--- src/hw/dmem_pkg.sv ---
package dmem_pkg;

    localparam int WORD_LEN      = 32;
    localparam int ADDR_LEN      = 10;   // byte address
    localparam int MEM_WORDS     = 256;  // 1024 bytes
    localparam int WORD_ADDR_LEN = 8;
    localparam int COPY_LEN_W    = 8;

    // access size codes
    localparam logic [1:0] SIZE_BYTE = 2'b00;
    localparam logic [1:0] SIZE_HALF = 2'b01;
    localparam logic [1:0] SIZE_WORD = 2'b10;

    // arbiter FSM
    localparam logic [2:0] ARB_IDLE    = 3'd0;
    localparam logic [2:0] ARB_ACCESS  = 3'd1;
    localparam logic [2:0] ARB_CAPTURE = 3'd2;
    localparam logic [2:0] ARB_ACK     = 3'd3;
    localparam logic [2:0] ARB_RELEASE = 3'd4;

    // load/store unit FSM
    localparam logic [1:0] LSU_IDLE = 2'd0;
    localparam logic [1:0] LSU_MEM  = 2'd1;
    localparam logic [1:0] LSU_ACK  = 2'd2;

    // copy engine FSM
    localparam logic [2:0] CPY_IDLE   = 3'd0;
    localparam logic [2:0] CPY_RD     = 3'd1;
    localparam logic [2:0] CPY_RD_REL = 3'd2;
    localparam logic [2:0] CPY_WR     = 3'd3;
    localparam logic [2:0] CPY_WR_REL = 3'd4;
    localparam logic [2:0] CPY_DONE   = 3'd5;

    // one memory word, seen as byte lanes or as half-word lanes
    typedef union packed {
        logic [3:0][7:0]  bytes;
        logic [1:0][15:0] halves;
    } lane_word_u;

endpackage
--- src/hw/mem_arbiter.sv ---
`timescale 1ns/1ns

module mem_arbiter import dmem_pkg::*; (
    input  logic                     i_clk,
    input  logic                     i_rst,
    // master 0, load/store unit
    input  logic                     i_m0_req,
    input  logic                     i_m0_we,
    input  logic [3:0]               i_m0_be,
    input  logic [WORD_ADDR_LEN-1:0] i_m0_addr,
    input  logic [WORD_LEN-1:0]      i_m0_wdata,
    output logic                     o_m0_ack,
    output logic [WORD_LEN-1:0]      o_m0_rdata,
    // master 1, copy engine
    input  logic                     i_m1_req,
    input  logic                     i_m1_we,
    input  logic [3:0]               i_m1_be,
    input  logic [WORD_ADDR_LEN-1:0] i_m1_addr,
    input  logic [WORD_LEN-1:0]      i_m1_wdata,
    output logic                     o_m1_ack,
    output logic [WORD_LEN-1:0]      o_m1_rdata,
    // memory side
    output logic                     o_mem_en,
    output logic                     o_mem_we,
    output logic [3:0]               o_mem_be,
    output logic [WORD_ADDR_LEN-1:0] o_mem_addr,
    output logic [WORD_LEN-1:0]      o_mem_wdata,
    input  logic [WORD_LEN-1:0]      i_mem_rdata
);

    logic [2:0]          state;
    logic                last_served;  // also the current grant while busy
    logic                pick;
    logic                req_sel;
    logic [WORD_LEN-1:0] rdata_q;

    // on a tie the master not served last goes first
    assign pick    = (i_m0_req && i_m1_req) ? ~last_served : i_m1_req;
    assign req_sel = last_served ? i_m1_req : i_m0_req;

    always_ff @(posedge i_clk) begin
        if (i_rst) begin
            state       <= ARB_IDLE;
            last_served <= 1'b1;  // so master 0 wins the first tie
        end else begin
            case (state)
                ARB_IDLE: begin
                    if (i_m0_req || i_m1_req) begin
                        last_served <= pick;
                        state       <= ARB_ACCESS;
                    end
                end
                ARB_ACCESS:  state <= ARB_CAPTURE;  // mem_en high here
                ARB_CAPTURE: state <= ARB_ACK;      // read word arrives
                ARB_ACK: begin
                    if (!req_sel) begin
                        state <= ARB_RELEASE;
                    end
                end
                ARB_RELEASE: state <= ARB_IDLE;
                default:     state <= ARB_IDLE;
            endcase
        end
    end

    always_ff @(posedge i_clk) begin
        if (state == ARB_CAPTURE) begin
            rdata_q <= i_mem_rdata;
        end
    end

    // granted master's command, held by the master while req is high
    assign o_mem_en    = (state == ARB_ACCESS);
    assign o_mem_we    = last_served ? i_m1_we    : i_m0_we;
    assign o_mem_be    = last_served ? i_m1_be    : i_m0_be;
    assign o_mem_addr  = last_served ? i_m1_addr  : i_m0_addr;
    assign o_mem_wdata = last_served ? i_m1_wdata : i_m0_wdata;

    assign o_m0_ack   = (state == ARB_ACK) && !last_served;
    assign o_m1_ack   = (state == ARB_ACK) &&  last_served;
    assign o_m0_rdata = rdata_q;  // only meaningful while ack is high
    assign o_m1_rdata = rdata_q;

endmodule

--- config.mk ---
export PLATFORM = sky130hd
export DESIGN_NAME = mem_arbiter
export DESIGN_NICKNAME = d
export VERILOG_FILES = /design/src/hw/dmem_pkg.sv /design/src/hw/mem_arbiter.sv
export SDC_FILE = /design/constraint.sdc
export NUM_CORES = 1
export LEC_CHECK = 0
export CAP_MARGIN = 10
export CORE_AREA = 5 5 88 90
export DETAILED_ROUTE_END_ITERATION = 8
export DIE_AREA = 0 0 93 95
export DONT_BUFFER_PORTS = 1
export GPL_TIMING_DRIVEN = 0
export PLACE_DENSITY = 0.45
export SYNTH_ARGS = -nofsm -noshare
export SYNTH_HDL_FRONTEND = slang
export SYNTH_SLANG_ARGS = --single-unit
--- constraint.sdc ---
create_clock -name i_clk -period 3.2 [get_ports i_clk]
set_input_delay 0.16 -clock i_clk [delete_from_list [all_inputs] [get_ports i_clk]]
set_output_delay 0.16 -clock i_clk [all_outputs]
set_load 0.01 [all_outputs]
==> run metrics <==
outcome finished clean; initial antenna violation count 0; CP max-delay cell nor3b_4; area of the multi-input gates 631 µm²; non-filler cells, final 260; Final GP Congestion 0.721; r2r startpoint state[1]; Yosys reg bits 36; flop2flop setup slack 1570 ps; Nets 303; CTS tree yes; fillers 665; port bufs 0; core area 6980 µm²; P&R area growth vs syn 28.0%; initial DRC count 33; Ports 238; Mapped Area 1950 µm²; clock period minus worst slack 1630 ps; critical path class reg2reg; CP startpoint kind register; Crit path buffers/inverters 1; Clock Skews 6.15 ps; Final period util 51.0%; Reg area 1040 µm²; gr ovfl total 0; clock sink count 36; Power Density 491 nW/µm²; Setup crit end kind register; slew margin rel. 58.7%; ratio of cells with drive above 1 in the final layout 52.8%; max cap viols 0; top-area cell type share of the netlist area 49.3%; Mean Syn Cell Area 14.3 µm²; post-synthesis cell count 136; worst min path class in2reg; setup tns final 0 ps; hold_buf cts 33; synth warn 0; CP Max Fanout 22; number of core rows 31; via count 1252; first-pass GRT wire length 7980 µm; Peak VDD IR 0.132 mV; Die ar. 8840 µm²; FMAX 613 MHz; postcts setup bufs 0; P_leak 0.935 nW; cell family with most CP delay simple AND/OR/NAND/NOR gates; hold path depth 2; final setup fails 0; DRC violations left 0; Final Hold Vio Count 0; top post-synthesis cells by area edfxtp_1 (49%), mux2_2 (26%), buf_4 (13%), dfxtp_1 (4.1%), buf_6 (1.2%); synthesized net count 262; Cell Chain, Critical Path nor3b_4, buf_8; n_diodes 0; hold path startpoint i_m1_req; RSZ-0062 raised after global routing false; Critical path origin state[1]; Hold Path Sink last_served; Vias/cell 4.82; largest net degree at the start of global routing 23; CTS buffer count 5; synth unique cells 19; slowest stage delay, CP 590 ps; vias in the first global route 1384; crit path DAT 1620 ps; Critical Path RT 3180 ps; Least-Margin Pin Slew 619 ps; Routed WL 5950 µm; Clock Path Buffers 2; Seq/Total Area, Yosys 53.4%; Skew-Pair Late Insertion Delay 290 ps; drt wl/cell 22.9 µm; clk root buf clkbuf_8; Pins Over Slew Limit 0; H-Tree Level Count 2; PostCTS Resize Cnt 0; Placed Cells incl. Taps 219; cell accounting for the most synthesized area edfxtp_1; GRT Total Usage 11.9%; clock-pin slew on the worst setup and hold paths 70 ps; chip height 95 µm; Critical R2R Capture o_m0_rdata[23]; remaining antenna violation count 0; Starting Density 27.9%; chip width 93 µm; DR pass1 iterations 3; reg2reg path depth 2; DP HPWL 4990 µm
-- cells in the final DEF (no fill, tap or decap) --
master,instances
a31oi_1,1
buf_4,35
buf_6,2
mux2i_2,1
and3_1,1
nor3b_4,1
o21bai_1,1
mux2_2,45
buf_2,1
clkinv_4,1
o311ai_0,1
dfxtp_1,4
nand2_1,1
clkinv_2,2
and3b_1,1
nor3_1,2
buf_8,1
clkbuf_8,5
a21oi_1,2
nor3b_1,2
dlygate4sd3_1,33
nor2_1,1
edfxtp_1,32
o21ai_0,1
nand2b_1,1
-- power by group --
part | leakage (nW) | switching, mW | total (mW) | internal (mW)
Combinational | 0.559 | 0.150 | 0.307 | 0.157
Clock | 0.0479 | 0.169 | 0.321 | 0.152
Sequential | 0.328 | 0.0413 | 0.599 | 0.557
Total | 0.935 | 0.361 | 1.23 | 0.866
-- worst max-delay path by stage --
stage / slack (ps) / cells past startpoint / endpoint
6_report: 1570 / 2 / o_m0_rdata[23]
3_5_place_dp: 1540 / 2 / o_m0_rdata[23]
3_3_place_gp: 520 / 1 / o_m0_rdata[23]
4_1_cts: 1530 / 2 / o_m0_rdata[27]
5_1_grt: 1450 / 2 / o_m0_rdata[28]
2_1_floorplan: 1060 / 1 / o_m0_rdata[0]
-- cells in the mapped netlist, drive strengths merged --
master  count
mux2i       1
dfxtp       4
nand2       1
and3b       1
nand2b      1
a31oi       1
a21oi       2
o21ai       1
o21bai      1
edfxtp     32
buf        38
and3        1
nor2        1
nor3b       3
mux2       45
nor3        2
o311ai      1
-- flip-flops by register name (all words and copies together), names as in the netlist --
register     flops
last_served      1
o_m0_rdata      32
state            3
-- cells by family (layout without fill, tap and decap cells) --
group	count (synthesis)	in the layout	synth area share [%]
AO/OA/AOI/OAI	6	6	1.92
buffers and inverters	38	80	14.9
flip-flops	36	36	53.4
multiplexers	46	46	26.7
AND/OR/NAND/NOR	10	10	3.14
-- layout make-up --
type                       count  share of cell area (%)
sequential                    36                    41.7
multi-input combinational     62                    25.3
timing repair buffer          34                    13.8
buffer                        38                    11.6
tap                           82                    4.11
clock buffer                   5                    2.76
clock inverter                 3                   0.752
-- per-layer routing --
metal | GRT usage (%) | wire length, µm
met1 | 11.9 | 1910
met2 | 21.2 | 3130
met3 | 5.82 | 810
met4 | 4.52 | 91
met5 | 0 | 0
-- per-stage QoR --
| stage | setup slack, ps | util (%) | instance area [µm²] | hold WS, ps | total power [mW] |
|---|---|---|---|---|---|
| final | 1570 | 35.8 | 2500 | 54.7 | 1.23 |
| after global routing | 1450 | 35.8 | 2500 | 60.7 | 1.29 |
| after CTS | 1530 | 35.8 | 2500 | 43.6 | 1.25 |
| after detailed placement | 1540 | 29.8 | 2080 | 259 | 0.891 |
| after global placement | 519 | 29.5 | 2060 | 259 | 0.883 |
| after floorplan | 1060 | - | 1960 | 259 | 0.837 |
No activity file was read; power rests on OpenSTA's default activity.
