$ cat config.mk
export PLATFORM = sky130hd
export DESIGN_NAME = block_copy_engine
export DESIGN_NICKNAME = d
export VERILOG_FILES = /design/src/hw/dmem_pkg.sv /design/src/hw/block_copy_engine.sv
export SDC_FILE = /design/constraint.sdc
export NUM_CORES = 1
export LEC_CHECK = 0
export BUFFER_PORTS_ARGS = -buffer_cell sky130_fd_sc_hd__clkbuf_2
export CAP_MARGIN = 40
export CORE_UTILIZATION = 40
export DETAILED_ROUTE_END_ITERATION = 12
export PLACE_DENSITY_LB_ADDON = 0.2
export SYNTH_ARGS = -nofsm -noshare
export SYNTH_HDL_FRONTEND = slang
export SYNTH_SLANG_ARGS = --single-unit
export TNS_END_PERCENT = 20
$ cat constraint.sdc
create_clock -name i_clk -period 3.1 [get_ports i_clk]
set_clock_uncertainty 0.15 [all_clocks]
set_input_delay 0.31 -clock i_clk [delete_from_list [all_inputs] [get_ports i_clk]]
set_output_delay 0.31 -clock i_clk [all_outputs]
set_load 0.01 [all_outputs]
$ cat src/hw/dmem_pkg.sv
package dmem_pkg;

    localparam int WORD_LEN      = 32;
    localparam int ADDR_LEN      = 10;   // byte address
    localparam int MEM_WORDS     = 256;  // 1024 bytes
    localparam int WORD_ADDR_LEN = 8;
    localparam int COPY_LEN_W    = 8;

    // access size codes
    localparam logic [1:0] SIZE_BYTE = 2'b00;
    localparam logic [1:0] SIZE_HALF = 2'b01;
    localparam logic [1:0] SIZE_WORD = 2'b10;

    // arbiter FSM
    localparam logic [2:0] ARB_IDLE    = 3'd0;
    localparam logic [2:0] ARB_ACCESS  = 3'd1;
    localparam logic [2:0] ARB_CAPTURE = 3'd2;
    localparam logic [2:0] ARB_ACK     = 3'd3;
    localparam logic [2:0] ARB_RELEASE = 3'd4;

    // load/store unit FSM
    localparam logic [1:0] LSU_IDLE = 2'd0;
    localparam logic [1:0] LSU_MEM  = 2'd1;
    localparam logic [1:0] LSU_ACK  = 2'd2;

    // copy engine FSM
    localparam logic [2:0] CPY_IDLE   = 3'd0;
    localparam logic [2:0] CPY_RD     = 3'd1;
    localparam logic [2:0] CPY_RD_REL = 3'd2;
    localparam logic [2:0] CPY_WR     = 3'd3;
    localparam logic [2:0] CPY_WR_REL = 3'd4;
    localparam logic [2:0] CPY_DONE   = 3'd5;

    // one memory word, seen as byte lanes or as half-word lanes
    typedef union packed {
        logic [3:0][7:0]  bytes;
        logic [1:0][15:0] halves;
    } lane_word_u;

endpackage
$ cat src/hw/block_copy_engine.sv
`timescale 1ns/1ns

module block_copy_engine import dmem_pkg::*; (
    input  logic                     i_clk,
    input  logic                     i_rst,
    input  logic                     i_start,
    input  logic [WORD_ADDR_LEN-1:0] i_src,   // word index
    input  logic [WORD_ADDR_LEN-1:0] i_dst,
    input  logic [COPY_LEN_W-1:0]    i_len,   // words to move
    output logic                     o_busy,
    output logic                     o_done,
    // towards the arbiter
    output logic                     o_m_req,
    output logic                     o_m_we,
    output logic [3:0]               o_m_be,
    output logic [WORD_ADDR_LEN-1:0] o_m_addr,
    output logic [WORD_LEN-1:0]      o_m_wdata,
    input  logic                     i_m_ack,
    input  logic [WORD_LEN-1:0]      i_m_rdata
);

    logic [2:0]               state;
    logic [WORD_ADDR_LEN-1:0] src_q;
    logic [WORD_ADDR_LEN-1:0] dst_q;
    logic [COPY_LEN_W-1:0]    remain;
    logic [WORD_LEN-1:0]      word_q;  // word in flight

    always_ff @(posedge i_clk) begin
        if (i_rst) begin
            state <= CPY_IDLE;
        end else begin
            case (state)
                CPY_IDLE: begin
                    if (i_start) begin
                        state <= (i_len == '0) ? CPY_DONE : CPY_RD;
                    end
                end
                CPY_RD: begin
                    if (i_m_ack) begin
                        state <= CPY_RD_REL;
                    end
                end
                CPY_RD_REL: begin
                    if (!i_m_ack) begin
                        state <= CPY_WR;
                    end
                end
                CPY_WR: begin
                    if (i_m_ack) begin
                        state <= CPY_WR_REL;
                    end
                end
                CPY_WR_REL: begin
                    if (!i_m_ack) begin
                        state <= (remain == 1) ? CPY_DONE : CPY_RD;
                    end
                end
                default: state <= CPY_IDLE;  // done lasts one cycle
            endcase
        end
    end

    always_ff @(posedge i_clk) begin
        if (state == CPY_IDLE && i_start) begin
            src_q  <= i_src;
            dst_q  <= i_dst;
            remain <= i_len;
        end else if (state == CPY_WR_REL && !i_m_ack) begin
            src_q  <= src_q + 1'b1;  // next word
            dst_q  <= dst_q + 1'b1;
            remain <= remain - 1'b1;
        end
        if (state == CPY_RD && i_m_ack) begin
            word_q <= i_m_rdata;
        end
    end

    assign o_busy    = (state != CPY_IDLE);
    assign o_done    = (state == CPY_DONE);
    assign o_m_req   = (state == CPY_RD) || (state == CPY_WR);
    assign o_m_we    = (state == CPY_WR);
    assign o_m_be    = {4{o_m_we}};            // whole word on writes
    assign o_m_addr  = o_m_we ? dst_q : src_q;
    assign o_m_wdata = word_q;

endmodule

==> flow_metrics.env <==
export IMPL_synth_top_cell_area_share_pct=63.2
export IMPL_io_pins=108
export IMPL_yosysMostFrequentCell="edfxtp_1"
export IMPL_yosys_area_share_simple_pct=13.1
export IMPL_syn_inst=210
export IMPL_gp_congestion=0.790
export IMPL_setup_violations_final=0
export IMPL_p_sw_mw=0.558
export IMPL_post_route_min_period_ns=2.30
export IMPL_multiInputGateArea_um2=827
export IMPL_synth_ff_type="edfxtp_1"
export IMPL_fill_cells=541
export IMPL_critPathLaunch="state[2]"
export IMPL_portBuffers=107
export IMPL_cts_buffers=9
export IMPL_end_kind="output port"
export IMPL_final_setup_tns_ns=0
export IMPL_internal_power_mw=1.51
export IMPL_cts_clk_slew_worst_paths_ns=0.07
export IMPL_report_final_hold_viol_count=0
export IMPL_wl_um=6050
export IMPL_yosys_area_top_type="edfxtp_1"
export IMPL_synth_nets=274
export IMPL_yosys_area_share_adder_pct=1.88
export IMPL_async_flop_share_pct=0
export IMPL_ys_ff_latch=59
export IMPL_cts_resized=0
export IMPL_initial_core_util_pct=41.6
export IMPL_cts_hold_buf=29
export IMPL_synth_compound_area_share_pct=6.68
export IMPL_final_seq_area_mm2=0.00174
export IMPL_synth_top_family_by_area="simple AND/OR/NAND/NOR gates"
export IMPL_dieWidth_um=83.5
export IMPL_yosysUniqueCellTypes=34
export IMPL_required_ns=2.64
export IMPL_clock_latency_ns=0.33
export IMPL_fin_crit_sh_pct=74.1
export IMPL_worst_slew_pin_slew_ns=0.541
export IMPL_cts_root_buffer="clkbuf_8"
export IMPL_synth_mux_area_share_pct=3.39
export IMPL_netlist_area_mm2=0.00266
export IMPL_drc=0
export IMPL_r2r_start="remain[2]"
export IMPL_max_cap_viol_count=0
export IMPL_avgViaCountPerCell=4.77
export IMPL_max_freq_ghz=0.435
export IMPL_h_tree_depth=3
export IMPL_syn_area_per_cell_um2=12.7
export IMPL_ir_drop_mv=0.371
export IMPL_powerDensity_mw_per_mm2=556
export IMPL_start_kind="flop"
export IMPL_dieArea_mm2=0.00698
export IMPL_drtIter0Drc=54
export IMPL_post_cts_buffers=0
export IMPL_first_pass_iters=4
export IMPL_sequentialPowerShare_pct=50.3
export IMPL_rows=29
export IMPL_leakagePower_nw=1.55
export IMPL_synth_xor_area_share_pct=5.93
export IMPL_grt_usage_pct=18.4
export IMPL_crit_path_max_fanout=11
export IMPL_n_antenna_cell=0
export IMPL_grt_pass1_vias=2028
export IMPL_hold_path_class="input port to flop"
export IMPL_nNetsFinal=412
export IMPL_post_dp_hpwl_um=3930
export IMPL_clock_sinks=59
export IMPL_dr_total_vias=2051
export IMPL_core_mm2=0.00639
export IMPL_synth_edff_count=56
export IMPL_yosys_top_cells_count="56 x edfxtp_1, 31 x nand2_1, 17 x o21ai_0"
export IMPL_clkPwrFrac_pct=33.0
export IMPL_grt_overflow=0
export IMPL_antenna_found_initial=0
export IMPL_final_core_util_pct=58.3
export IMPL_area_growth_pct=40.0
export IMPL_hp_start="i_m_rdata[21]"
export IMPL_status="completed"
export IMPL_grt_pass1_wl_um=9800
export IMPL_rsz0062_at_grt="no"
export IMPL_cts_tree="built"
export IMPL_p_comb_share_pct=16.7
export IMPL_yosysSeqAreaShare_pct=65.5
export IMPL_synth_area_leaders="edfxtp_1 63%, nand2_1 4.4%, xor2_1 3.6%"
export IMPL_die_h_um=83.5
export IMPL_crit_type="flop to output port"
export IMPL_slew_headroom_pct=63.6
export IMPL_antenna_left=0
export IMPL_p_sw_share_pct=27.0
export IMPL_cts_path_max_buffers=2
export IMPL_finalMaxSlewViolations=0
export IMPL_routedWlPerCell_um=14.1
export IMPL_grt_max_degree=37
export IMPL_drive_gt1_share_pct=39.9
export IMPL_critPathArrivalTime_ns=1.84
export IMPL_yosysWarnings=0
==> final cells by class <==
type | instances | area share (%)
inverters | 4 | 0.403
well taps | 77 | 2.59
clock inverters | 7 | 1.85
flip-flops and latches | 59 | 46.8
clock buffers | 9 | 3.33
multi-input cells | 135 | 22.2
repair buffers | 139 | 22.8
==> registers in the layout, summed over array words and instances (netlist names) <==
register and cells:
remain 8, src_q 8, state 3, dst_q 8
o_m_wdata 32
==> per-stage QoR <==
stage | std cells | power (mW) | instance area [um^2] | hold WS [ns] | setup slack (ns)
5_1_grt | 430 | 2.17 | 3720 | 0.00886 | 0.711
3_3_place_gp | 385 | 1.37 | 3240 | 0.338 | 1.21
6_report | 430 | 2.07 | 3720 | 0.0119 | 0.803
4_1_cts | 430 | 2.09 | 3720 | 0.0000727 | 0.781
2_1_floorplan | 210 | 1.25 | 2660 | 0.232 | 0.667
3_5_place_dp | 385 | 1.38 | 3240 | 0.339 | 1.14
==> cell families after synthesis <==
family	Yosys count
adder cells (fa/ha/maj)	4
XOR/XNOR	18
flip-flops	59
AO/OA/AOI/OAI	33
AND/OR/NAND/NOR	72
buffers and inverters	16
multiplexers	8
==> layer usage <==
| metal | GRT usage [%] | wire, um |
|---|---|---|
| met1 | 23.5 | 2820 |
| met2 | 29.1 | 2690 |
| met3 | 5.04 | 414 |
| met4 | 8.78 | 130 |
| met5 | 0 | 0 |
==> cell usage in the layout, fill, tap and decap left out, types with 2 or more instances in the layout <==
master and instances:
clkbuf_2 107, edfxtp_1 56, nand2_1 31, dlygate4sd3_1 29, o21ai_0 17, nor2_1 12
xor2_1 11, nand3_1 9, clkbuf_8 9, a21oi_1 8, mux2_2 8, xnor2_1 7
inv_1 4, nor3_1 4, ha_1 4, and3_1 3, nor4_1 3, clkinv_2 3
buf_4 3, dfxtp_1 3, o21ai_1 2, and3b_1 2, clkinvlp_4 2
==> power groups by stage <==
stage / combinational (mW) / sequential [mW] / clock, mW
2_1_floorplan: 0.204 / 1.05 / 0
3_3_place_gp: 0.312 / 1.06 / 0
3_5_place_dp: 0.320 / 1.06 / 0
5_1_grt: 0.393 / 1.05 / 0.729
6_report: 0.345 / 1.04 / 0.682
4_1_cts: 0.349 / 1.04 / 0.697
==> worst max-delay path: stages, from the launching register on <==
cell	delay, ns
dfxtp_1	0.52
and2b_1	0.26
nand2_2	0.22
mux2_2	0.37
clkbuf_2	0.13
==> path summary, 6_finish.rpt <==
kind	end	slack (ns)	cells past startpoint
max	o_m_addr[2]	0.80	4
min	o_m_wdata[21]	0.01	1
max reg2reg	remain[7]	1.33	4
min reg2reg	state[0]	0.50	2
Note: power is estimated with default switching activity, not from simulation.
