===== src/hw/dmem_pkg.sv =====
package dmem_pkg;

    localparam int WORD_LEN      = 32;
    localparam int ADDR_LEN      = 10;   // byte address
    localparam int MEM_WORDS     = 256;  // 1024 bytes
    localparam int WORD_ADDR_LEN = 8;
    localparam int COPY_LEN_W    = 8;

    // access size codes
    localparam logic [1:0] SIZE_BYTE = 2'b00;
    localparam logic [1:0] SIZE_HALF = 2'b01;
    localparam logic [1:0] SIZE_WORD = 2'b10;

    // arbiter FSM
    localparam logic [2:0] ARB_IDLE    = 3'd0;
    localparam logic [2:0] ARB_ACCESS  = 3'd1;
    localparam logic [2:0] ARB_CAPTURE = 3'd2;
    localparam logic [2:0] ARB_ACK     = 3'd3;
    localparam logic [2:0] ARB_RELEASE = 3'd4;

    // load/store unit FSM
    localparam logic [1:0] LSU_IDLE = 2'd0;
    localparam logic [1:0] LSU_MEM  = 2'd1;
    localparam logic [1:0] LSU_ACK  = 2'd2;

    // copy engine FSM
    localparam logic [2:0] CPY_IDLE   = 3'd0;
    localparam logic [2:0] CPY_RD     = 3'd1;
    localparam logic [2:0] CPY_RD_REL = 3'd2;
    localparam logic [2:0] CPY_WR     = 3'd3;
    localparam logic [2:0] CPY_WR_REL = 3'd4;
    localparam logic [2:0] CPY_DONE   = 3'd5;

    // one memory word, seen as byte lanes or as half-word lanes
    typedef union packed {
        logic [3:0][7:0]  bytes;
        logic [1:0][15:0] halves;
    } lane_word_u;

endpackage

===== src/hw/load_store_unit.sv =====
`timescale 1ns/1ns

module load_store_unit import dmem_pkg::*; (
    input  logic                     i_clk,
    input  logic                     i_rst,
    input  logic                     i_req,
    input  logic                     i_write_en,
    input  logic [1:0]               i_size,      // 00 byte, 01 half, 10 word
    input  logic                     i_unsigned,
    input  logic [ADDR_LEN-1:0]      i_addr,      // byte address
    input  logic [WORD_LEN-1:0]      i_wdata,
    output logic                     o_ack,
    output logic [WORD_LEN-1:0]      o_rdata,
    output logic                     o_misaligned,
    // towards the arbiter
    output logic                     o_m_req,
    output logic                     o_m_we,
    output logic [3:0]               o_m_be,
    output logic [WORD_ADDR_LEN-1:0] o_m_addr,
    output logic [WORD_LEN-1:0]      o_m_wdata,
    input  logic                     i_m_ack,
    input  logic [WORD_LEN-1:0]      i_m_rdata
);

    logic [1:0]          state;
    logic [1:0]          lane;
    logic                misaligned;
    lane_word_u          st_word;
    logic [3:0]          st_be;
    lane_word_u          ld_word;
    logic [7:0]          ld_byte;
    logic [15:0]         ld_half;
    logic                ld_sign;
    logic [WORD_LEN-1:0] ld_value;

    assign lane = i_addr[1:0];

    always_comb begin
        case (i_size)
            SIZE_BYTE: misaligned = 1'b0;
            SIZE_HALF: misaligned = lane[0];
            SIZE_WORD: misaligned = |lane;
            default:   misaligned = 1'b1;  // size 11 refused
        endcase
    end

    // store lane placement
    always_comb begin
        st_word = '0;
        st_be   = 4'b0000;
        case (i_size)
            SIZE_BYTE: begin
                st_word.bytes[lane] = i_wdata[7:0];
                st_be[lane]         = 1'b1;
            end
            SIZE_HALF: begin
                st_word.halves[lane[1]] = i_wdata[15:0];
                st_be = lane[1] ? 4'b1100 : 4'b0011;
            end
            default: begin
                st_word = i_wdata;
                st_be   = 4'b1111;
            end
        endcase
    end

    // load lane select and extension
    assign ld_word = i_m_rdata;
    assign ld_byte = ld_word.bytes[lane];
    assign ld_half = ld_word.halves[lane[1]];

    always_comb begin
        case (i_size)
            SIZE_BYTE: begin
                ld_sign  = ld_byte[7] & ~i_unsigned;
                ld_value = {{(WORD_LEN-8){ld_sign}}, ld_byte};
            end
            SIZE_HALF: begin
                ld_sign  = ld_half[15] & ~i_unsigned;
                ld_value = {{(WORD_LEN-16){ld_sign}}, ld_half};
            end
            default: begin
                ld_sign  = 1'b0;       // full word, nothing to extend
                ld_value = ld_word;
            end
        endcase
    end

    always_ff @(posedge i_clk) begin
        if (i_rst) begin
            state        <= LSU_IDLE;
            o_ack        <= 1'b0;
            o_misaligned <= 1'b0;
            o_m_req      <= 1'b0;
        end else begin
            case (state)
                LSU_IDLE: begin
                    if (i_req && misaligned) begin
                        o_ack        <= 1'b1;  // refuse, memory untouched
                        o_misaligned <= 1'b1;
                        state        <= LSU_ACK;
                    end else if (i_req) begin
                        o_m_req <= 1'b1;
                        state   <= LSU_MEM;
                    end
                end
                LSU_MEM: begin
                    if (i_m_ack) begin
                        o_m_req <= 1'b0;
                        o_ack   <= 1'b1;
                        state   <= LSU_ACK;
                    end
                end
                LSU_ACK: begin
                    // both handshakes back to zero before the next request
                    if (!i_req && !i_m_ack) begin
                        o_ack        <= 1'b0;
                        o_misaligned <= 1'b0;
                        state        <= LSU_IDLE;
                    end
                end
                default: state <= LSU_IDLE;
            endcase
        end
    end

    always_ff @(posedge i_clk) begin
        if (state == LSU_IDLE && i_req) begin
            o_m_we    <= i_write_en;
            o_m_be    <= st_be;
            o_m_addr  <= i_addr[ADDR_LEN-1:2];
            o_m_wdata <= st_word;
        end
        if (state == LSU_MEM && i_m_ack && !o_m_we) begin
            o_rdata <= ld_value;
        end
    end

endmodule


===== config.mk =====
export PLATFORM = sky130hd
export DESIGN_NAME = load_store_unit
export DESIGN_NICKNAME = d
export VERILOG_FILES = /design/src/hw/dmem_pkg.sv /design/src/hw/load_store_unit.sv
export SDC_FILE = /design/constraint.sdc
export NUM_CORES = 1
export LEC_CHECK = 0
export BUFFER_PORTS_ARGS = -buffer_cell sky130_fd_sc_hd__buf_2
export CORE_ASPECT_RATIO = 0.9
export CORE_UTILIZATION = 50
export CTS_CLUSTER_SIZE = 8
export DETAILED_ROUTE_END_ITERATION = 6
export PLACE_DENSITY = 0.83
export SLEW_MARGIN = 0
export SYNTH_ARGS = -nofsm -noshare
export SYNTH_HDL_FRONTEND = slang
export SYNTH_SLANG_ARGS = --single-unit

===== constraint.sdc =====
create_clock -name i_clk -period 6.95 [get_ports i_clk]
set_clock_uncertainty 0.15 [all_clocks]
set_input_delay 0.695 -clock i_clk [delete_from_list [all_inputs] [get_ports i_clk]]
set_output_delay 0.695 -clock i_clk [all_outputs]
set_load 0.01 [all_outputs]

==> impl_metrics.tcl, run 1 <==
set metrics [dict create \
    outcome "finished clean" \
    io_pins 162 \
    clkSlewWorstSetupHoldPaths_ns 0.09 \
    cts_resized 0 \
    ys_warn_count 0 \
    ys_seq_elements 82 \
    layout_common_cells "161 x buf_2, 77 x edfxtp_1, 41 x nand2_1, 28 x inv_1, 14 x o221ai_1" \
    ys_types 42 \
    synthCells 313 \
    routedWlPerCell_um 18.2 \
    arrival_ns 2.38 \
    p_leak_nw 2.09 \
    fmax_mhz 423 \
    share_comb_of_total_power 0.152 \
    die-area_mm2 0.00812 \
    viasPerCell 5.88 \
    cts_setup_buffers 0 \
    gp_congestion 0.857 \
    use_met3 0.0452 \
    antennaDiodeCount 0 \
    hold_path.class "reg -> reg" \
    syn_nets 395 \
    initial_core_util 0.515 \
    hold_buffers 0 \
    drive_gt1_frac 0.429 \
    start_kind "input pin" \
    row_count 30 \
    holdPathStages 2 \
    netSwitchingFraction 0.263 \
    cts_buffer_depth 2 \
    cp_slowest_cell "nor4bb_4" \
    crit_type "in -> reg" \
    clockRootBuffer "clkbuf_8" \
    fin_area_mm2 0.00492 \
    required_ns 6.97 \
    vias 3302 \
    finalCriticalPeriod_ns 2.36 \
    final_common_cell "buf_2" \
    power.density_mw_per_mm2 225 \
    grt_busiest_layer "met2" \
    avgSynthCellArea_um2 12.4 \
    p_sw_uw 291 \
    drtIter0Drc 364 \
    worstMarginPinSlew_ns 0.947 \
    cts_tree "built" \
    use_met2 0.393 \
    cts.sinks 82 \
    crit_chain "buf_2, nor4bb_4, nand2_1, o221ai_1" \
    netlist_area_mm2 0.00388 \
    synth_enable_flop_cells 77 \
    async_reset_ff_frac 0 \
    coreArea_mm2 0.00754 \
    p_int_uw 814 \
    first_pass_iters 5 \
    htreeDepth 3 \
    holdPathEnd "o_misaligned$_SDFFE_PP0P_" \
    r2r_slack_ns 5.06 \
    port_buffers 161 \
    crit_fanout 32 \
    max_cap_viol_count 0 \
    drc 0 \
    period_share 0.340 \
    synth_ff_type "edfxtp_1" \
    met1_usage 0.316 \
    relSlewSlack 0.368 \
    whs_ns 0.345 \
    grtUsageTotal 0.241 \
    synth_seq_area_share 0.621 \
    area_growth_pct 26.8 \
    clk_latency_ns 0.34 \
    cts_buffers 9 \
    setup_viol_count_final 0 \
    grt_max_degree 62 \
    nets 543 \
    grt_remaining_overflow 0 \
    rr_worst_depth 3 \
    wl_um 10200 \
    cpPeakStageDelay_ns 0.95 \
    hold_violations 0 \
    antenna_found_initial 0 \
    pwr-share-clk 0.318 \
    drv_slew 0 \
    die_w_um 94.9 \
    grt_pass1_wl_um 14700 \
    fin_setup_tns_ns 0 \
    grt_pass1_vias 2998 \
    die_h_um 85.6 \
    dp.final_hpwl_um 7070 \
    dpl_cell_area_mm2 0.00472 \
    r2r_end "o_m_wdata[10]$_DFFE_PP_" \
    antenna_left 0 \
    ir_worst_vdd_mv 0.133 \
    rsz0062_at_grt "no" \
    hp-start "o_misaligned$_SDFFE_PP0P_" \
    critPathCaptureType "flip-flop" \
    crit-reg2reg-launch "state[0]$_SDFFE_PP0P_" \
    utilization 0.653 \
    seqPwrFrac 0.530 \
]
[layout make-up]
cell class	count	area, µm²
Inverter	28	105
Sequential cell	82	2410
Timing Repair Buffer	164	828
Multi-Input combinational cell	176	1260
Tap cell	96	120
Clock inverter	7	76.3
Fill cell	603	2620
Clock buffer	9	124
[routing by layer]
metal / share of wire / up-vias
met5: 0 / -
met4: 0.019 / 0
met3: 0.085 / 17
met2: 0.50 / 197
met1: 0.40 / 1595
li1: - / 1493
[critical path: cells and delay by family]
family	cells	cell delay, ns
compound gates	1	0.12
simple gates	2	1.12
buf+inv	1	0.44
[power by group through the flow]
stage / Clock [mW] / Sequential (mW) / Combinational [mW]
final: 0.351 / 0.586 / 0.168
after global routing: 0.378 / 0.589 / 0.181
after CTS: 0.357 / 0.587 / 0.166
after detailed placement: 0 / 0.598 / 0.166
after global placement: 0 / 0.596 / 0.160
after floorplan: 0 / 0.612 / 0.0794
[registers in the layout, indices dropped and copies added (netlist names)]
signal and count:
o_ack 1, o_m_addr 8, o_m_be 4, o_m_req 1, o_m_wdata 32, o_m_we 1, o_misaligned 1, o_rdata 32
state 2
[how the worst max path moves through the flow]
stage | from | endpoint
floorplan | i_req | o_m_addr[0]$_DFFE_PP_
global placement | i_addr[0] | o_rdata[15]$_DFFE_PP_
detailed placement | i_addr[1] | o_rdata[24]$_DFFE_PP_
CTS | i_addr[1] | o_rdata[27]$_DFFE_PP_
global route | i_addr[0] | o_rdata[10]$_DFFE_PP_
finish | i_addr[1] | o_rdata[5]$_DFFE_PP_
[stage by stage]
stage | std cells | setup slack, ns | total power [mW]
6_report | 562 | 4.59 | 1.11
5_1_grt | 562 | 4.51 | 1.15
2_1_floorplan | 313 | 3.47 | 0.692
4_1_cts | 562 | 4.64 | 1.11
3_3_place_gp | 546 | 4.33 | 0.757
3_5_place_dp | 546 | 4.25 | 0.764
[cells by family (layout without fill, tap and decap cells)]
| family | Yosys count | count (layout) | share of synthesized area |
|---|---|---|---|
| compound gates | 88 | 88 | 0.189 |
| buf+inv | 55 | 208 | 0.0612 |
| flops | 82 | 82 | 0.621 |
| simple gates | 84 | 84 | 0.118 |
| mux | 4 | 4 | 0.0113 |
[synthesized netlist by cell type (all sizes together), types with 2 or more instances]
cell type / number / area, µm²
nor4bb: 8 / 80.1
nor3: 2 / 10.0
a21oi: 4 / 23.8
nand2b: 2 / 12.5
a222oi: 8 / 80.1
clkbuf: 12 / 45.0
nand2: 41 / 154
o21ai: 13 / 65.1
dfxtp: 5 / 100
nor2: 6 / 22.5
a31oi: 7 / 43.8
and2: 8 / 50.1
nand3b: 3 / 22.5
inv: 28 / 105
a22o: 8 / 70.1
mux2: 3 / 33.8
o211ai: 16 / 170
edfxtp: 77 / 2310
nor2b: 6 / 37.5
o221ai: 14 / 123
a22oi: 9 / 81.3
buf: 15 / 87.6
or3: 2 / 12.5
a221oi: 4 / 35.0
Note: power is estimated with default switching activity, not from simulation.
==> inputs of run 2 (changes only) <==
--- a/config.mk
+++ b/config.mk
@@ -5,12 +5,13 @@
 export SDC_FILE = /design/constraint.sdc
 export NUM_CORES = 1
 export LEC_CHECK = 0
+export ABC_AREA = 1
 export BUFFER_PORTS_ARGS = -buffer_cell sky130_fd_sc_hd__buf_2
 export CORE_ASPECT_RATIO = 0.9
-export CORE_UTILIZATION = 50
+export CORE_UTILIZATION = 49
 export CTS_CLUSTER_SIZE = 8
 export DETAILED_ROUTE_END_ITERATION = 6
-export PLACE_DENSITY = 0.83
+export PLACE_DENSITY = 0.81
 export SLEW_MARGIN = 0
 export SYNTH_ARGS = -nofsm -noshare
 export SYNTH_HDL_FRONTEND = slang
==> constraint.sdc (replaced) <==
create_clock -name i_clk -period 2.2 [get_ports i_clk]
set_clock_uncertainty 0.15 [all_clocks]
set_input_delay 0.22 -clock i_clk [delete_from_list [all_inputs] [get_ports i_clk]]
set_output_delay 0.22 -clock i_clk [all_outputs]
set_load 0.01 [all_outputs]
==> impl_metrics.tcl, run 2 <==
set metrics [dict create \
    cpLargestDelayFamily "buffers and inverters" \
    critPathCaptureType "flip-flop" \
    antenna_found_initial 0 \
    netlist_area_mm2 0.00403 \
    utilization 0.683 \
    power.density_mw_per_mm2 680 \
    gp_congestion 0.919 \
    cts_setup_buffers 0 \
    dp.final_hpwl_um 8090 \
    cts_resized 0 \
    coreArea_mm2 0.00773 \
    rsz0062_at_grt "no" \
    endpoint "o_rdata[26]$_DFFE_PP_" \
    crit-reg2reg-launch "state[0]$_SDFFE_PP0P_" \
    cts_buffer_depth 2 \
    nFillCells 637 \
    crit_cells 6 \
    drtIter0Drc 325 \
    ir_worst_vdd_mv 0.472 \
    rr_worst_depth 3 \
    area_growth_pct 31.0 \
    port_buffers 161 \
    ys_seq_elements 82 \
    relSlewSlack 0.650 \
    drive_gt1_frac 0.366 \
    cpPeakStageDelay_ns 0.35 \
    first_pass_iters 5 \
    hold_path.class "in -> reg" \
    crit_top_cell "inv_2" \
    grt_max_degree 44 \
    io_pins 162 \
    crit_type "in -> reg" \
    worstSetupStartpoint "i_size[1]" \
    synthCells 419 \
    clockRootBuffer "clkbuf_8" \
    outcome "finished clean" \
    antenna_left 0 \
    finalCriticalPeriod_ns 1.68 \
    routedWlPerCell_um 16.1 \
    grtUsageTotal 0.269 \
    cp_slowest_cell "buf_2" \
    final_common_cell "nand2_1" \
    crit_chain "buf_2, inv_2, nand2_2, inv_2, nand3_4, nand3_1" \
    wl_um 11300 \
    syn_nets 501 \
    async_reset_ff_frac 0 \
    die_w_um 97.6 \
    viasPerCell 5.25 \
    synth_top_cell_by_area "edfxtp_1" \
    r2r_slack_ns 0.55 \
    hold_violations 0 \
    yosys.area.top_type_share 0.574 \
    crit_fanout 24 \
    initial_core_util 0.521 \
    layout_common_cells "169 x nand2_1, 161 x buf_2, 77 x edfxtp_1, 32 x inv_1, 30 x o21ai_0" \
    synth_ff_type "edfxtp_1" \
    synth_commonest_cells "169 x nand2_1, 77 x edfxtp_1, 32 x inv_1" \
    die-area_mm2 0.00859 \
    synth_enable_flop_cells 77 \
    ys_warn_count 0 \
    htreeDepth 3 \
    period_share 0.762 \
    synth_area_leaders "edfxtp_1 57%, nand2_1 16%, nand3_2 5.2%" \
    row_count 30 \
    cts_tree "built" \
    start_kind "input pin" \
    clk_latency_ns 0.36 \
    synth.most_common_cell "nand2_1" \
    multi_input_area_mm2 0.00137 \
    cts_buffers 9 \
    grt_pass1_wl_um 17800 \
    avgSynthCellArea_um2 9.62 \
    max_cap_viol_count 0 \
    clkSlewWorstSetupHoldPaths_ns 0.09 \
    reg_top3 "o_m_wdata x32, o_rdata x32, o_m_addr x8" \
    vias 3675 \
    cp_num_buf_inv 3 \
    register_area_mm2 0.00241 \
    worstMarginPinSlew_ns 0.525 \
    ys_types 26 \
    hold_buffers 19 \
    setup_viol_count_final 0 \
    fmax_mhz 596 \
    drv_slew 0 \
    fin_setup_tns_ns 0 \
    grt_remaining_overflow 0 \
    arrival_ns 1.62 \
    drc 0 \
    required_ns 2.14 \
    r2r_end "o_rdata[14]$_DFFE_PP_" \
    die_h_um 88.0 \
    grt_pass1_vias 3517 \
    p_leak_nw 2.56 \
    synth_seq_area_share 0.599 \
    nets 681 \
    cts.sinks 82 \
    antennaDiodeCount 0 \
]
-- run 2: logic make-up (layout without fill, tap and decap cells) --
kind of cell | Yosys count | count (layout) | share of synthesized area
buffers and inverters | 57 | 242 | 0.0661
and+or+nand+nor | 229 | 229 | 0.263
AOI/OAI and AO/OA | 51 | 51 | 0.0723
DFF | 82 | 82 | 0.599
-- run 2: worst min-delay path by stage --
stage,from,to,slack [ns],cells past startpoint
floorplan,i_rst,o_misaligned$_SDFFE_PP0P_,0.14,1
global placement,i_rst,o_misaligned$_SDFFE_PP0P_,0.24,2
detailed placement,i_rst,o_misaligned$_SDFFE_PP0P_,0.25,2
CTS,i_m_rdata[3],o_rdata[3]$_DFFE_PP_,0.0003,3
global route,i_m_rdata[11],o_rdata[11]$_DFFE_PP_,0.03,3
finish,i_wdata[28],o_m_wdata[28]$_DFFE_PP_,0.02,3
-- run 2: report_power, final --
| part | internal [mW] | switching [mW] |
|---|---|---|
| combinational | 0.261 | 0.410 |
| sequential | 1.86 | 0.0391 |
| clock | 0.416 | 0.601 |
| total | 2.54 | 1.05 |
-- run 2: layer usage --
layer  GRT usage  wire (µm)  vias up
li1            -          -     1757
met1       0.363       4740     1729
met2       0.447       5530      166
met3      0.0551        789       23
met4      0.0762        225        0
met5           0          0        -
-- run 2: area by class of cell --
cell class,count,share of cell area
clock buffers,9,0.0235
clock inverters,7,0.00995
inverters,39,0.0277
multi-input cells,280,0.258
flip-flops and latches,82,0.457
well taps,96,0.0227
repair buffers,187,0.201
-- run 2: per-stage QoR --
stage	std cells	area, µm²	hold slack (ns)	power (mW)	setup slack (ns)
3_5_place_dp	665	4910	0.246	2.58	0.180
3_3_place_gp	665	4910	0.240	2.55	0.279
2_1_floorplan	419	4040	0.139	2.29	0.0544
4_1_cts	700	5280	0.000333	3.60	0.540
5_1_grt	700	5280	0.0348	3.73	0.451
6_report	700	5280	0.0210	3.59	0.523
-- run 2: worst register-to-register path, cell delays in order (launching register included) --
cell and delay [ns]:
dfxtp_1 0.45, nand3_1 0.20, nor2_2 0.11, buf_4 0.38
==> inputs of run 3 (changes only) <==
--- a/config.mk
+++ b/config.mk
@@ -5,13 +5,13 @@
 export SDC_FILE = /design/constraint.sdc
 export NUM_CORES = 1
 export LEC_CHECK = 0
-export ABC_AREA = 1
+export ABC_AREA = 0
 export BUFFER_PORTS_ARGS = -buffer_cell sky130_fd_sc_hd__buf_2
 export CORE_ASPECT_RATIO = 0.9
-export CORE_UTILIZATION = 49
+export CORE_UTILIZATION = 43
 export CTS_CLUSTER_SIZE = 8
 export DETAILED_ROUTE_END_ITERATION = 6
-export PLACE_DENSITY = 0.81
+export PLACE_DENSITY = 0.76
 export SLEW_MARGIN = 0
 export SYNTH_ARGS = -nofsm -noshare
 export SYNTH_HDL_FRONTEND = slang
==> constraint.sdc (replaced) <==
create_clock -name i_clk -period 1.46 [get_ports i_clk]
set_clock_uncertainty 0.15 [all_clocks]
set_input_delay 0.146 -clock i_clk [delete_from_list [all_inputs] [get_ports i_clk]]
set_output_delay 0.146 -clock i_clk [all_outputs]
set_load 0.01 [all_outputs]
==> impl_metrics.tcl, run 3 (synthesized netlist as in run 1, its figures left out) <==
set metrics [dict create \
    outcome "finished clean" \
    dpl_cell_area_mm2 0.00514 \
    setup_viol_count_final 0 \
    r2r_slack_ns 0.05 \
    drive_gt1_frac 0.441 \
    routedWlPerCell_um 17.4 \
    finalCriticalPeriod_ns 1.42 \
    whs_ns 0.0119 \
    cts_buffer_depth 2 \
    drv_slew 0 \
    required_ns 1.49 \
    holdPathStages 3 \
    p_leak_nw 2.59 \
    grt_pass1_vias 3645 \
    critPathCaptureType "flip-flop" \
    fmax_mhz 703 \
    clockRootBuffer "clkbuf_8" \
    grtUsageTotal 0.254 \
    period_share 0.975 \
    layout_common_cells "160 x buf_2, 77 x edfxtp_1, 59 x dlygate4sd3_1, 41 x nand2_1, 35 x buf_4" \
    holdPathEnd "o_rdata[13]$_DFFE_PP_" \
    viasPerCell 5.46 \
    vias 3732 \
    power.density_mw_per_mm2 925 \
    crit_type "in -> reg" \
    reg_top3 "o_m_wdata x32, o_rdata x32, o_m_addr x8" \
    ir_worst_vdd_mv 0.582 \
    hold_path.class "in -> reg" \
    first_pass_iters 6 \
    port_buffers 161 \
    r2r_end "o_rdata[8]$_DFFE_PP_" \
    coreArea_mm2 0.00865 \
    utilization 0.693 \
    drc 0 \
    row_count 32 \
    grt_max_degree 45 \
    crit_fanout 2 \
    antenna_left 0 \
    start_kind "input pin" \
    cts_tree "built" \
    grt_pass1_wl_um 17900 \
    initial_core_util 0.449 \
    die_h_um 92.2 \
    hold_violations 0 \
    die-area_mm2 0.00942 \
    fin_area_mm2 0.00599 \
    nets 642 \
    finalPower_mw 5.54 \
    wl_um 11900 \
    cts.sinks 82 \
    antennaDiodeCount 0 \
    die_w_um 102 \
    dp.final_hpwl_um 7610 \
    grt_remaining_overflow 0 \
    arrival_ns 1.45 \
    crit-reg2reg-launch "state[1]$_SDFFE_PP0P_" \
    cts_setup_buffers 0 \
    drtIter0Drc 404 \
    worstMarginPinSlew_ns 0.701 \
    rr_worst_depth 3 \
    cts_buffers 9 \
    max_cap_viol_count 0 \
    htreeDepth 3 \
    clkSlewWorstSetupHoldPaths_ns 0.08 \
    relSlewSlack 0.531 \
    antenna_found_initial 0 \
    nFillCells 615 \
    gp_congestion 0.843 \
    hp-start "i_m_rdata[13]" \
    final_common_cell "buf_2" \
    area_growth_pct 54.3 \
    clk_latency_ns 0.35 \
    io_pins 162 \
]
[run 3: cell count changes in the layout (fill, tap and decap cells not counted), sizes merged, moves of 11 or more]
| cell | change |
|---|---|
| dlygate4sd3 | +40 |
| nand2 | -131 |
| o221ai | +14 |
| inv | -11 |
| o21ai | -20 |
| buf | +34 |
| nand3 | -40 |
[run 3: how the worst max path moves through the flow]
stage	from	end	slack [ns]	cells past startpoint
finish	i_m_rdata[11]	o_rdata[3]$_DFFE_PP_	0.04	5
global route	state[0]$_SDFFE_PP0P_	o_misaligned$_SDFFE_PP0P_	-0.004	3
CTS	state[0]$_SDFFE_PP0P_	o_misaligned$_SDFFE_PP0P_	0.04	3
detailed placement	i_addr[0]	o_m_wdata[21]$_DFFE_PP_	-0.25	5
global placement	i_addr[0]	o_m_wdata[21]$_DFFE_PP_	-0.17	5
floorplan	state[0]$_SDFFE_PP0P_	o_m_addr[0]$_DFFE_PP_	-0.32	2
[run 3: final cells by class]
class / count / area, µm² / share of cell area
sequential: 82 / 2410 / 0.403
timing repair buffer: 263 / 1810 / 0.303
multi-input combinational: 176 / 1310 / 0.219
clock buffer: 9 / 124 / 0.0207
tap: 119 / 149 / 0.0248
inverter: 28 / 105 / 0.0175
clock inverter: 7 / 76.3 / 0.0127
[run 3: critical path: stages]
cell and delay [ns]:
dlygate4sd3_1 0.53, buf_2 0.12, nor4bb_1 0.38, a31oi_1 0.07, o221ai_1 0.20
[run 3: through the flow]
| stage | worst slack [ns] | TNS, ns | instances |
|---|---|---|---|
| 2_1_floorplan | -0.319 | -22.65 | 313 |
| 4_1_cts | 0.0378 | 0 | 682 |
| 5_1_grt | -0.00445 | -0.00445 | 684 |
| 6_report | 0.0370 | 0 | 684 |
| 3_5_place_dp | -0.247 | -7.94 | 606 |
| 3_3_place_gp | -0.166 | -5.82 | 606 |
[run 3: report_power, final]
group	switching (mW)	leakage, nW	internal [mW]	total [mW]
combinational	0.550	1.72	0.532	1.08
clock	0.871	0.0962	0.802	1.67
sequential	0.0407	0.768	2.75	2.79
[run 3: metal layers]
metal | up-vias | part of all wire | GRT usage
met3 | 60 | 0.077 | 0.0381
met1 | 1742 | 0.39 | 0.319
li1 | 1693 | - | -
met4 | 0 | 0.052 | 0.157
met2 | 237 | 0.48 | 0.409
met5 | - | 0 | 0
[run 3: repair_timing]
action / 4_1_cts / 5_1_grt
hold buffers: 60 / 0
cloned: 0 / 2
endpoints found under the setup margin: 1 / 28
endpoints found under the hold margin: 65 / 0
pin swaps: 0 / 0
resized for setup: 2 / 4
